<file path="src/source/sys_consts.svh">
`ifndef SYS_CONSTS_SVH
`define SYS_CONSTS_SVH

// Machine word width
`define XLEN 64

// Machine-mode CSR addresses
`define CSR_MSTATUS  12'h300
`define CSR_MISA     12'h301
`define CSR_MTVEC    12'h305
`define CSR_MSCRATCH 12'h340
`define CSR_MEPC     12'h341
`define CSR_MCAUSE   12'h342
`define CSR_MTVAL    12'h343

// mstatus bit positions
`define MS_MIE    3
`define MS_MPIE   7
`define MS_MPP_LO 11
`define MS_MPP_HI 12

// Flow control sizing
`define REQ_DEPTH    4      // Request queue entries, upstream starts with this many credits
`define RESP_CREDITS 2      // Downstream buffer slots

// MXL = 2 (RV64), extensions I, M, S and U
`define MISA_RESET 64'h8000_0000_0014_1100

`endif

</file>
<file path="src/source/sys_pkg.sv">
`default_nettype none

`include "sys_consts.svh"

package sys_pkg;

    // ************************************************************************
    // Privilege and operation encodings
    // ************************************************************************

    typedef enum logic [1:0] {
        PRIV_U = 2'b00,
        PRIV_S = 2'b01,
        PRIV_M = 2'b11
    } priv_t;

    // One-hot, all zero for no operation
    typedef struct packed {
        logic csrrw;
        logic csrrs;
        logic csrrc;
        logic ecall;
        logic ebreak;
        logic mret;
    } sys_op_t;

    localparam sys_op_t SYS_OP_NONE = '0;

    // ************************************************************************
    // Payloads
    // ************************************************************************

    typedef struct packed {
        logic [31:0]      instr;
        logic [`XLEN-1:0] pc;
        logic [`XLEN-1:0] rs1_data;
        logic [3:0]       tag;
    } sys_req_t;

    typedef struct packed {
        sys_op_t          op;
        logic [11:0]      csr_addr;
        logic [`XLEN-1:0] wdata;     // rs1_data or zero-extended zimm
        logic [`XLEN-1:0] pc;
        logic [3:0]       tag;
    } sys_dec_t;

    typedef struct packed {
        logic [3:0]       tag;
        logic [`XLEN-1:0] rd_data;   // Old CSR value
        logic             redirect;
        logic [`XLEN-1:0] redirect_pc;
    } sys_resp_t;

endpackage

`default_nettype wire

</file>
<file path="src/source/credit_fifo.sv">
`timescale 1ns/100ps
`default_nettype none

`include "sys_consts.svh"

module credit_fifo #(
    parameter type payload_t = logic [7:0],
    parameter int  DEPTH     = `REQ_DEPTH
) (
    input  logic     clk,
    input  logic     rst_n,
    input  logic     push,
    input  payload_t push_data,
    input  logic     pop,
    output payload_t head,
    output logic     not_empty
);

    localparam int PW = (DEPTH > 1) ? $clog2(DEPTH) : 1;
    localparam int CW = $clog2(DEPTH + 1);

    payload_t      mem [DEPTH];
    logic [PW-1:0] wr_ptr;
    logic [PW-1:0] rd_ptr;
    logic [CW-1:0] count;           // Entries visible to the reader
    logic          push_q;          // Written last edge, not yet counted

    // Wrap at DEPTH, which need not be a power of two
    function automatic logic [PW-1:0] ptr_inc(input logic [PW-1:0] ptr);
        logic [PW-1:0] nxt;
        nxt = (ptr == PW'(DEPTH - 1)) ? '0 : ptr + 1'b1;
        return nxt;
    endfunction

    // Storage
    always_ff @(posedge clk) begin
        if (push)
            mem[wr_ptr] <= push_data;
    end

    // A pushed entry reaches the head one cycle after its write
    always_ff @(posedge clk or negedge rst_n) begin
        if (!rst_n) begin
            wr_ptr <= '0;
            rd_ptr <= '0;
            count  <= '0;
            push_q <= 1'b0;
        end else begin
            push_q <= push;
            if (push)
                wr_ptr <= ptr_inc(wr_ptr);
            if (pop)
                rd_ptr <= ptr_inc(rd_ptr);
            count <= count + CW'(push_q) - CW'(pop);
        end
    end

    assign head      = mem[rd_ptr];
    assign not_empty = (count != '0);

endmodule

`default_nettype wire

</file>
<file path="src/source/sys_decoder.sv">
`timescale 1ns/100ps
`default_nettype none

`include "sys_consts.svh"

module sys_decoder (
    input  sys_pkg::sys_req_t req,
    output sys_pkg::sys_dec_t dec
);

    localparam logic [6:0]  OPC_SYSTEM = 7'b1110011;
    localparam logic [11:0] IMM_ECALL  = 12'h000;
    localparam logic [11:0] IMM_EBREAK = 12'h001;
    localparam logic [11:0] IMM_MRET   = 12'h302;

    logic [6:0]  opcode;
    logic [2:0]  funct3;
    logic [4:0]  zimm;             // rs1 field, immediate for csrr*i
    logic [11:0] imm;              // CSR address or priv function

    assign opcode = req.instr[6:0];
    assign funct3 = req.instr[14:12];
    assign zimm   = req.instr[19:15];
    assign imm    = req.instr[31:20];

    always_comb begin
        dec.op = sys_pkg::SYS_OP_NONE;
        if (opcode == OPC_SYSTEM) begin
            case (funct3)
                3'b000: begin
                    case (imm)
                        IMM_ECALL:  dec.op.ecall  = 1'b1;
                        IMM_EBREAK: dec.op.ebreak = 1'b1;
                        IMM_MRET:   dec.op.mret   = 1'b1;
                        default:    ;
                    endcase
                end
                3'b001, 3'b101: dec.op.csrrw = 1'b1;
                3'b010, 3'b110: dec.op.csrrs = 1'b1;
                3'b011, 3'b111: dec.op.csrrc = 1'b1;
                default:        ;              // 3'b100 is reserved
            endcase
        end
    end

    // Immediate forms have funct3[2] set
    assign dec.wdata    = funct3[2] ? `XLEN'(zimm) : req.rs1_data;
    assign dec.csr_addr = imm;
    assign dec.pc       = req.pc;
    assign dec.tag      = req.tag;

endmodule

`default_nettype wire

</file>
<file path="src/source/sys_issue.sv">
`timescale 1ns/100ps
`default_nettype none

`include "sys_consts.svh"

module sys_issue (
    input  logic clk,
    input  logic rst_n,
    input  logic not_empty,
    input  logic resp_credit,
    output logic pop,
    output logic req_credit
);

    localparam int CW = $clog2(`RESP_CREDITS + 1);

    // Free slots in the downstream buffer
    logic [CW-1:0] credits;

    // Work waiting and somewhere to put the response
    assign pop = not_empty && (credits != '0);

    // ************************************************************************
    // Credit bookkeeping, both directions
    // ************************************************************************

    always_ff @(posedge clk or negedge rst_n) begin
        if (!rst_n) begin
            credits    <= CW'(`RESP_CREDITS);
            req_credit <= 1'b0;
        end else begin
            // Spend on pop, refill on return, both may land together
            credits    <= credits - CW'(pop) + CW'(resp_credit);
            req_credit <= pop;          // One queue slot freed
        end
    end

endmodule

`default_nettype wire

</file>
<file path="src/source/csr_unit.sv">
`timescale 1ns/100ps
`default_nettype none

`include "sys_consts.svh"

module csr_unit (
    input  logic               clk,
    input  logic               rst_n,
    input  logic               exec,
    input  sys_pkg::sys_dec_t  dec,
    output logic               resp_valid,
    output sys_pkg::sys_resp_t resp
);

    // Writable mstatus bits
    localparam logic [`XLEN-1:0] MSTATUS_MASK = (`XLEN'(1) << `MS_MIE)
                                              | (`XLEN'(1) << `MS_MPIE)
                                              | (`XLEN'(3) << `MS_MPP_LO);

    localparam logic [`XLEN-1:0] CAUSE_BREAKPOINT = `XLEN'(3);
    localparam logic [`XLEN-1:0] CAUSE_ECALL_U    = `XLEN'(8);
    localparam logic [`XLEN-1:0] CAUSE_ECALL_S    = `XLEN'(9);
    localparam logic [`XLEN-1:0] CAUSE_ECALL_M    = `XLEN'(11);

    sys_pkg::priv_t   priv;
    logic [`XLEN-1:0] mstatus;
    logic [`XLEN-1:0] mtvec;
    logic [`XLEN-1:0] mepc;
    logic [`XLEN-1:0] mcause;
    logic [`XLEN-1:0] mtval;
    logic [`XLEN-1:0] mscratch;

    logic [`XLEN-1:0] csr_rdata;
    logic [`XLEN-1:0] csr_wdata;
    logic [`XLEN-1:0] ecall_cause;
    logic [`XLEN-1:0] mstatus_trap;
    logic [`XLEN-1:0] mstatus_mret;
    logic             is_csr;
    logic             is_trap;

    assign is_csr  = dec.op.csrrw | dec.op.csrrs | dec.op.csrrc;
    assign is_trap = dec.op.ecall | dec.op.ebreak;

    // ************************************************************************
    // Read mux and next values
    // ************************************************************************

    always_comb begin
        case (dec.csr_addr)
            `CSR_MSTATUS:  csr_rdata = mstatus;
            `CSR_MISA:     csr_rdata = `MISA_RESET;   // Read-only
            `CSR_MTVEC:    csr_rdata = mtvec;
            `CSR_MSCRATCH: csr_rdata = mscratch;
            `CSR_MEPC:     csr_rdata = mepc;
            `CSR_MCAUSE:   csr_rdata = mcause;
            `CSR_MTVAL:    csr_rdata = mtval;
            default:       csr_rdata = '0;
        endcase
    end

    always_comb begin
        if (dec.op.csrrw)
            csr_wdata = dec.wdata;
        else if (dec.op.csrrs)
            csr_wdata = csr_rdata | dec.wdata;
        else
            csr_wdata = csr_rdata & ~dec.wdata;
    end

    always_comb begin
        case (priv)
            sys_pkg::PRIV_U: ecall_cause = CAUSE_ECALL_U;
            sys_pkg::PRIV_S: ecall_cause = CAUSE_ECALL_S;
            default:         ecall_cause = CAUSE_ECALL_M;
        endcase
    end

    // Interrupt-enable stack push on trap, pop on mret
    always_comb begin
        mstatus_trap                          = mstatus;
        mstatus_trap[`MS_MPIE]                = mstatus[`MS_MIE];
        mstatus_trap[`MS_MIE]                 = 1'b0;
        mstatus_trap[`MS_MPP_HI:`MS_MPP_LO]   = priv;

        mstatus_mret                          = mstatus;
        mstatus_mret[`MS_MIE]                 = mstatus[`MS_MPIE];
        mstatus_mret[`MS_MPIE]                = 1'b1;
        mstatus_mret[`MS_MPP_HI:`MS_MPP_LO]   = sys_pkg::PRIV_U;
    end

    // ************************************************************************
    // Architectural state
    // ************************************************************************

    always_ff @(posedge clk or negedge rst_n) begin
        if (!rst_n) begin
            priv       <= sys_pkg::PRIV_M;
            mstatus    <= '0;
            mtvec      <= '0;
            mepc       <= '0;
            mcause     <= '0;
            mtval      <= '0;
            mscratch   <= '0;
            resp_valid <= 1'b0;
        end else begin
            resp_valid <= exec;
            if (exec && is_trap) begin
                mepc    <= dec.pc;
                mcause  <= dec.op.ebreak ? CAUSE_BREAKPOINT : ecall_cause;
                mtval   <= dec.op.ebreak ? dec.pc : '0;
                mstatus <= mstatus_trap;
                priv    <= sys_pkg::PRIV_M;
            end else if (exec && dec.op.mret) begin
                mstatus <= mstatus_mret;
                priv    <= sys_pkg::priv_t'(mstatus[`MS_MPP_HI:`MS_MPP_LO]);
            end else if (exec && is_csr) begin
                case (dec.csr_addr)
                    `CSR_MSTATUS:  mstatus  <= csr_wdata & MSTATUS_MASK;
                    `CSR_MTVEC:    mtvec    <= {csr_wdata[`XLEN-1:2], 2'b00};
                    `CSR_MEPC:     mepc     <= {csr_wdata[`XLEN-1:2], 2'b00};
                    `CSR_MSCRATCH: mscratch <= csr_wdata;
                    `CSR_MCAUSE:   mcause   <= csr_wdata;
                    `CSR_MTVAL:    mtval    <= csr_wdata;
                    default:       ;          // misa and unmapped addresses
                endcase
            end
        end
    end

    // Response payload, qualified by resp_valid
    always_ff @(posedge clk) begin
        if (exec) begin
            resp.tag         <= dec.tag;
            resp.rd_data     <= is_csr ? csr_rdata : '0;
            resp.redirect    <= is_trap | dec.op.mret;
            resp.redirect_pc <= is_trap ? mtvec : (dec.op.mret ? mepc : '0);
        end
    end

endmodule

`default_nettype wire

</file>
<file path="src/source/sys_unit_top.sv">
`timescale 1ns/100ps
`default_nettype none

module sys_unit_top (
    input  logic               clk,
    input  logic               rst_n,
    input  logic               req_valid,
    input  sys_pkg::sys_req_t  req,
    output logic               req_credit,
    output logic               resp_valid,
    output sys_pkg::sys_resp_t resp,
    input  logic               resp_credit
);

    sys_pkg::sys_req_t head;        // Oldest queued request
    sys_pkg::sys_dec_t dec;
    logic              not_empty;
    logic              pop;

    // Request queue, sized to the upstream credit count
    credit_fifo #(
        .payload_t (sys_pkg::sys_req_t)
    ) u_req_fifo (
        .clk       (clk),
        .rst_n     (rst_n),
        .push      (req_valid),
        .push_data (req),
        .pop       (pop),
        .head      (head),
        .not_empty (not_empty)
    );

    sys_decoder u_decoder (
        .req (head),
        .dec (dec)
    );

    sys_issue u_issue (
        .clk         (clk),
        .rst_n       (rst_n),
        .not_empty   (not_empty),
        .resp_credit (resp_credit),
        .pop         (pop),
        .req_credit  (req_credit)
    );

    // Executes the head on pop
    csr_unit u_csr (
        .clk        (clk),
        .rst_n      (rst_n),
        .exec       (pop),
        .dec        (dec),
        .resp_valid (resp_valid),
        .resp       (resp)
    );

endmodule

`default_nettype wire

</file>
<file path="config.mk">
export PLATFORM = sky130hd
export DESIGN_NAME = sys_unit_top
export DESIGN_NICKNAME = d
export VERILOG_FILES = /design/src/source/sys_pkg.sv /design/src/source/credit_fifo.sv /design/src/source/sys_decoder.sv /design/src/source/sys_issue.sv /design/src/source/csr_unit.sv /design/src/source/sys_unit_top.sv
export VERILOG_INCLUDE_DIRS = /design/src /design/src/source
export SDC_FILE = /design/constraint.sdc
export NUM_CORES = 1
export LEC_CHECK = 0
export BUFFER_PORTS_ARGS = -buffer_cell sky130_fd_sc_hd__buf_2
export CELL_PAD_IN_SITES_DETAIL_PLACEMENT = 1
export CELL_PAD_IN_SITES_GLOBAL_PLACEMENT = 2
export CORE_UTILIZATION = 47
export DETAILED_ROUTE_END_ITERATION = 8
export PLACE_DENSITY_LB_ADDON = 0.1
export SETUP_SLACK_MARGIN = 0.2
export SLEW_MARGIN = 30
export SYNTH_ARGS = -nofsm -noshare
export SYNTH_HDL_FRONTEND = slang
export SYNTH_SLANG_ARGS = --single-unit
</file>
<file path="constraint.sdc">
create_clock -name clk -period 9.7 [get_ports clk]
set_input_delay 1.455 -clock clk [delete_from_list [all_inputs] [get_ports clk]]
set_output_delay 1.455 -clock clk [all_outputs]
set_load 0.005 [all_outputs]
</file>
==> results of run 1 <==
Yosys cell counts (5+ instances only):
| master | number |
|---|---|
| or3_1 | 5 |
| and3_1 | 6 |
| clkbuf_1 | 135 |
| buf_1 | 27 |
| a22oi_1 | 156 |
| o22ai_1 | 9 |
| nor2_1 | 88 |
| a211oi_1 | 9 |
| dfrtp_1 | 332 |
| a22o_1 | 68 |
| edfxtp_1 | 769 |
| ha_1 | 9 |
| nor3_1 | 75 |
| buf_2 | 56 |
| and2_1 | 11 |
| o21ai_1 | 126 |
| mux2_2 | 54 |
| o2bb2ai_1 | 5 |
| nand2_1 | 312 |
| mux2i_1 | 35 |
| o31ai_1 | 64 |
| o211ai_1 | 8 |
| nor4_1 | 5 |
| nand4_1 | 8 |
| a32oi_1 | 49 |
| a21oi_1 | 16 |
| nand3_1 | 87 |
| mux4_2 | 143 |
| a31oi_1 | 141 |
| o21ai_0 | 68 |
| inv_1 | 13 |
| buf_4 | 13 |
report_power, final:
part	switching (mW)	leakage, nW	internal (mW)	total (mW)
Sequential	0.354	11.9	5.93	6.28
Clock	1.85	1.81	2.52	4.37
Combinational	2.28	4.95	1.15	3.43
Total	4.49	18.7	9.60	14.1
how the worst max path moves through the flow:
stage,startpoint,endpoint,cells past startpoint
floorplan,u_req_fifo.count[1],u_req_fifo.count[2],9
global placement,u_req_fifo.rd_ptr[0],u_csr.resp[48],7
detailed placement,u_req_fifo.rd_ptr[0],u_csr.resp[48],7
CTS,u_req_fifo.rd_ptr[0],u_csr.resp[48],7
global route,u_req_fifo.rd_ptr[0],u_csr.resp[29],7
finish,u_req_fifo.rd_ptr[0],u_csr.resp[22],7
per-layer routing:
metal / GRT usage (%) / vias to the layer above
li1: - / 12300
met1: 38.2 / 15200
met2: 47.3 / 1146
met3: 4.50 / 258
met4: 10.0 / 10
met5: 0 / -
state kept, by name (all words and copies together) (netlist names):
signal	cells
u_req_fifo.mem	636
u_csr.resp	133
u_csr.mcause	64
u_csr.mepc	64
u_csr.mscratch	64
u_csr.mtval	64
u_csr.mtvec	62
u_csr.mstatus	4
u_req_fifo.count	3
u_csr.priv	2
u_issue.credits	2
u_req_fifo.rd_ptr	2
u_req_fifo.wr_ptr	2
u_csr.resp_valid	1
u_req_fifo.push_q	1
stage by stage:
step                      hold slack (ns)  cells
after floorplan                     0.445   2977
after global placement              0.462   4349
after detailed placement            0.471   4350
after CTS                           0.485   4567
after global routing                0.513   4575
final                               0.485   4576
final cells by class:
type                       count  area [um^2]  area share [%]
clock inverter                66          654            1.27
clock buffer                 151         3070            5.98
tap                         1254         1570            3.05
antenna                        6         15.0          0.0292
sequential                  1104        31500            61.2
multi-input combinational   1624        12500            24.3
inverter                      14         57.6           0.112
timing repair buffer         357         2080            4.05
critical path: cells and delay by family, from the launching register on:
family,cells,cell delay [ns]
AO/OA/AOI/OAI,1,0.25
buffers and inverters,2,1.33
flip-flops,1,0.92
multiplexers,1,0.88
AND/OR/NAND/NOR,3,2.16
placed cells by master (no fill, tap or decap), types with 64 or more instances in the layout:
cell	instances
o21ai_1	126
nand3_1	85
a22oi_1	156
a31oi_1	141
edfxtp_1	769
a22o_1	68
nor3_1	74
dfrtp_1	330
mux4_2	143
nor2_1	85
buf_2	296
o21ai_0	68
clkbuf_16	115
o31ai_1	64
nand2_1	311
kinds of logic (layout without fill, tap and decap cells):
group	Yosys count	count (layout)	share of synthesized area [%]
buffers and inverters	249	588	2.42
flip-flops	1104	1104	70.2
AND/OR/NAND/NOR	629	629	6.29
AO/OA/AOI/OAI	748	748	11.4
adder cells (fa/ha/maj)	10	10	0.296
other	0	6	0
XOR/XNOR	5	5	0.0976
multiplexers	232	232	9.32
==> reports/qor.yml, run 1 <==
die:
  initial_utilization_pct: 47.8
  die_h_um: 311
  rows: 112
  die_x_um: 311
  ios: 303
  core_region_area_mm2: 0.0939
  die_area_mm2: 0.0967
timing:
  fmax_mhz: 172
  fin_crit_sh_pct: 60.0
  finClkSkew_ns: 0.0314
  rsz0062_at_grt: "false"
  layout_min_cycle_time_ns: 5.82
  fin_setup_tns_ns: 0
  worst_slack_ns: 3.88
  worst_slew_pin_slew_ns: 1.03
  relSlewSlack_pct: 31.3
  final_max_slew_viol_count: 0
  setup_viol: 0
  hold_violations: 0
detailed_routing:
  dr.max_layer_used: "met5"
  drtIter0Drc: 2459
  dr_wl_met2_mm: 67.9
  first_pass_iters: 5
  wl_mm: 138
  wl_met3_mm: 8.53
  drtAntennaViolNets: 0
  drc: 0
  wl_met1_mm: 57.4
  vias: 28900
  vias_per_cell: 6.31
  routedWlPerCell_um: 30.1
final_layout:
  fin_util_pct: 54.8
  fillCellCount: 8956
  syn2layout_area_growth_pct: 14.6
  drive_gt1_share_pct: 23.2
  nNetsFinal: 3393
  design_area_mm2: 0.0514
cts:
  hold_buffers: 0
  clockBufferDepth: 3
  tritoncts: "built"
  clk_pin_slew_worst_paths_ns: 0.06
  cts_root_buf: "clkbuf_16"
  postCtsSetupRepairBufs: 0
  cts_buffers: 114
  h-tree-depth: 3
  clkLatencyLatePin_ns: 0.70
  cts_sinks: 1104
  cts_resized: 0
grt:
  grt_pass1_vias: 30900
  overflow: 0
  grt_pass1_wl_mm: 205
  track_usage_pct: 28.5
  grt_start_max_net_pins: 188
  antenna_found_initial: 18
worst_hold_path:
  hold_depth: 1
  min_to: "u_req_fifo.count[0]"
  min_from: "u_req_fifo.push_q"
  worstHoldPathType: "flip-flop to flip-flop"
synth:
  ys_warn_count: 0
  yosysSeqAreaShare_pct: 70.2
  syn_nets: 3155
  synth_top_area_share_pct: 51.5
  synth.ff_latch_count: 1104
  yosysTopAreaCell: "edfxtp_1"
  synthArstFlopShare_pct: 30.3
  yosys.cell_types.count: 73
  synth_edf_count: 769
  synth_top_flop_cell: "edfxtp_1"
  synth_area_mm2: 0.0449
  synthTopCellsByArea: "edfxtp_1, dfrtp_1, mux4_2"
  synthCells: 2977
  syn_area_per_cell_um2: 15.1
placement:
  gp_congestion: 0.848
  place_ws_ns: 3.81
  port_buffers: 297
  place_area_mm2: 0.0476
  hpwl_mm: 79.0
worst_setup_path:
  crit_fanout: 86
  rr_startpoint: "u_req_fifo.rd_ptr[0]"
  crit_arrival_ns: 6.37
  required_ns: 10.25
  worstSetupPathType: "flip-flop to flip-flop"
  rr_worst_depth: 7
  reg2reg_to: "u_csr.resp[22]"
  start_kind: "flip-flop"
  crit_chain: "buf_12 -> mux4_2 -> or3_1 -> or4_1 -> nor2_4 -> buf_4 -> a22o_1"
  crit_path_end_kind: "flip-flop"
  cpPeakStageDelay_ns: 0.92
  worst_path_max_delay_cell: "dfrtp_4"
  r2r_setup_slack_ns: 3.88
power_and_ir_drop:
  peakVddDrop_mv: 0.265
  finalPower_mw: 14.1
  power_density_mw_per_mm2: 274
  p_leak_nw: 18.7
flow_run:
  drv_cap: 0
run_status:
  status: "finished, final reports clean"
(Power assumes the default switching activity.)
==> run 2: changes to the inputs <==
- CORE_UTILIZATION: 47 -> 44
- clock period: 9.7 -> 5.7 ns (I/O delays scaled with it)
==> run 2 against run 1 <==
Combinational power is 74% higher. Worst hold slack worse by 0.44 ns. Utilization is 2.8 points lower.
==> reports/qor.yml, run 2 (synthesized netlist as in run 1, its figures left out) <==
worst_setup_path:
  crit_chain: "mux4_2 -> or3_1 -> or4_1 -> or3_4 -> nand2_4 -> buf_12 -> a31oi_1"  # was buf_12 -> mux4_2 -> or3_1 -> or4_1 -> nor2_4 -> buf_4 -> a22o_1
  crit_path_end_kind: "flip-flop"  # unchanged
  worst_path_max_delay_cell: "dfrtp_4"  # unchanged
  crit_fanout: 51  # was 86
  reg2reg_to: "u_csr.mtval[29]"  # was u_csr.resp[22]
  crit_arrival_ns: 5.35  # was 6.37 ns
  cpPeakStageDelay_ns: 1.07  # was 0.92 ns
  r2r_setup_slack_ns: 0.92  # was 3.88 ns
  crit_cells: 7  # unchanged
  worstSetupPathType: "flip-flop to flip-flop"  # unchanged
  crit_buf_inv: 1  # was 2
  crit_start: "u_req_fifo.rd_ptr[1]"  # was u_req_fifo.rd_ptr[0]
  path_delay_family: "simple AND/OR/NAND/NOR gates"  # unchanged
  required_ns: 6.27  # was 10.25 ns
  rr_worst_depth: 7  # unchanged
  start_kind: "flip-flop"  # unchanged
  rr_startpoint: "u_req_fifo.rd_ptr[1]"  # was u_req_fifo.rd_ptr[0]
  crit_path_end: "u_csr.mtval[29]"  # was u_csr.resp[22]
grt:
  grt_start_max_net_pins: 150  # was 188
  grt_pass1_wl_mm: 207  # was 205 mm
  antenna_found_initial: 18  # unchanged
  track_usage_pct: 27.2  # was 28.5%
  overflow: 0  # unchanged
  grt_pass1_vias: 30600  # was 30,900
die:
  die_x_um: 321  # was 311 um
  rows: 116  # was 112
  die_area_mm2: 0.103  # was 0.0967 mm^2
  initial_utilization_pct: 44.6  # was 47.8%
  die_h_um: 321  # was 311 um
  core_region_area_mm2: 0.101  # was 0.0939 mm^2
  ios: 303  # unchanged
timing:
  fin_setup_tns_ns: 0  # unchanged
  worst_slew_pin_slew_ns: 0.981  # was 1.03 ns
  final_max_slew_viol_count: 0  # unchanged
  fin_crit_sh_pct: 83.8  # was 60.0%
  finClkSkew_ns: 0.0351  # was 0.0314 ns
  setup_viol: 0  # unchanged
  fmax_mhz: 209  # was 172 MHz
  relSlewSlack_pct: 34.6  # was 31.3%
  worst_slack_ns: 0.922  # was 3.88 ns
  layout_min_cycle_time_ns: 4.78  # was 5.82 ns
  rsz0062_at_grt: "false"  # unchanged
  hold_violations: 0  # unchanged
cts:
  clk_pin_slew_worst_paths_ns: 0.06  # about the same
  cts_root_buf: "clkbuf_16"  # unchanged
  clkLatencyLatePin_ns: 0.72  # was 0.70 ns
  h-tree-depth: 3  # unchanged
  tritoncts: "built"  # unchanged
  cts_buffers: 116  # was 114
  hold_buffers: 0  # unchanged
  cts_sinks: 1104  # unchanged
  postCtsSetupRepairBufs: 0  # unchanged
  clockBufferDepth: 3  # unchanged
  cts_resized: 0  # unchanged
final_layout:
  drive_gt1_share_pct: 24.3  # was 23.2%
  final_cell_mix: "edfxtp_1, dfrtp_1, nand2_1, buf_2, a22oi_1"  # unchanged
  final_common_cell: "edfxtp_1"  # unchanged
  largestRegisters: "u_req_fifo.mem (636), u_csr.resp (133)"  # unchanged
  syn2layout_area_growth_pct: 16.4  # was 14.6%
  top_register: "u_req_fifo.mem"  # unchanged
  instances_no_fill: 4705  # was 4,576
  nNetsFinal: 3419  # was 3,393
  largest_register_ffs: 636  # unchanged
  design_area_mm2: 0.0522  # was 0.0514 mm^2
detailed_routing:
  routedWlPerCell_um: 29.7  # was 30.1 um
  vias: 29000  # was 28,900
  drtAntennaViolNets: 0  # unchanged
  wl_mm: 140  # was 138 mm
  drtIter0Drc: 2273  # was 2,459
  drc: 0  # unchanged
  first_pass_iters: 7  # was 5
  vias_per_cell: 6.15  # was 6.31
placement:
  place_inst: 4479  # was 4,350
  place_area_mm2: 0.0481  # was 0.0476 mm^2
  hpwl_mm: 82.5  # was 79.0 mm
  gp_congestion: 0.835  # was 0.848
  port_buffers: 297  # unchanged
  place_ws_ns: 0.986  # was 3.81 ns
worst_hold_path:
  worstHoldPathType: "input port to asynchronous set/reset pin"  # was flip-flop to flip-flop
run_status:
  status: "finished, final reports clean"  # unchanged
power_and_ir_drop:
  finalPower_mw: 24.7  # was 14.1 mW
  peakVddDrop_mv: 0.347  # was 0.265 mV
  power_density_mw_per_mm2: 473  # was 274 mW/mm^2
  p_leak_nw: 19.0  # was 18.7 nW
flow_run:
  drv_cap: 0  # unchanged
==> run 2: changes by cell type in the layout (fill, tap and decap cells not counted), sizes merged <==
cell	before	now
buf	357	381
bufinv	11	23
clkbuf	151	132
clkinv	43	46
clkinvlp	8	15
diode	6	4
inv	18	19
==> run 2: worst min-delay path by stage <==
stage                            start  slack, ns                  to  cells after the start
floorplan            u_csr.mscratch[1]       0.45   u_csr.mscratch[1]                      2
finish                           rst_n       0.04  u_issue.credits[0]                      1
global placement    u_csr.mscratch[25]       0.46  u_csr.mscratch[25]                      2
detailed placement  u_csr.mscratch[16]       0.47  u_csr.mscratch[16]                      2
CTS                              rst_n       0.01  u_issue.credits[0]                      1
global route                     rst_n       0.04  u_issue.credits[0]                      1
==> run 2: worst register-to-register path, cell delays in order (launching register included) <==
cell and delay (ns):
dfrtp_4 1.07, mux4_2 0.63, or3_1 0.56, or4_1 0.71, or3_4 0.75, nand2_4 0.44, buf_12 0.31, a31oi_1 0.16
==> run 2: metal layers <==
metal	share of wire, %	vias to the layer above	global-route usage (%)
li1	-	12300	-
met1	43	15300	38.3
met2	48	1089	43.9
met3	6.4	220	4.27
met4	2.3	10	7.82
met5	0.041	-	0
==> run 2: power breakdown <==
part	switching (mW)	internal, mW
registers	0.539	10.1
logic	3.92	2.04
clock network	3.27	4.83
==> run 2: final cells by class <==
cell class                 count  area (um^2)
fill                        9614        48400
sequential                  1104        31500
multi-input combinational   1624        12500
clock buffer                 132         2990
timing repair buffer         381         2380
tap                         1357         1700
clock inverter                89         1120
inverter                      14         57.6
antenna                        4         10.0
==> run 2: through the flow <==
step / util (%) / hold WS, ns
2_1_floorplan: - / 0.445
3_3_place_gp: 47.8 / 0.462
3_5_place_dp: 47.8 / 0.475
4_1_cts: 51.9 / 0.0129
5_1_grt: 51.9 / 0.0439
6_report: 51.9 / 0.0443
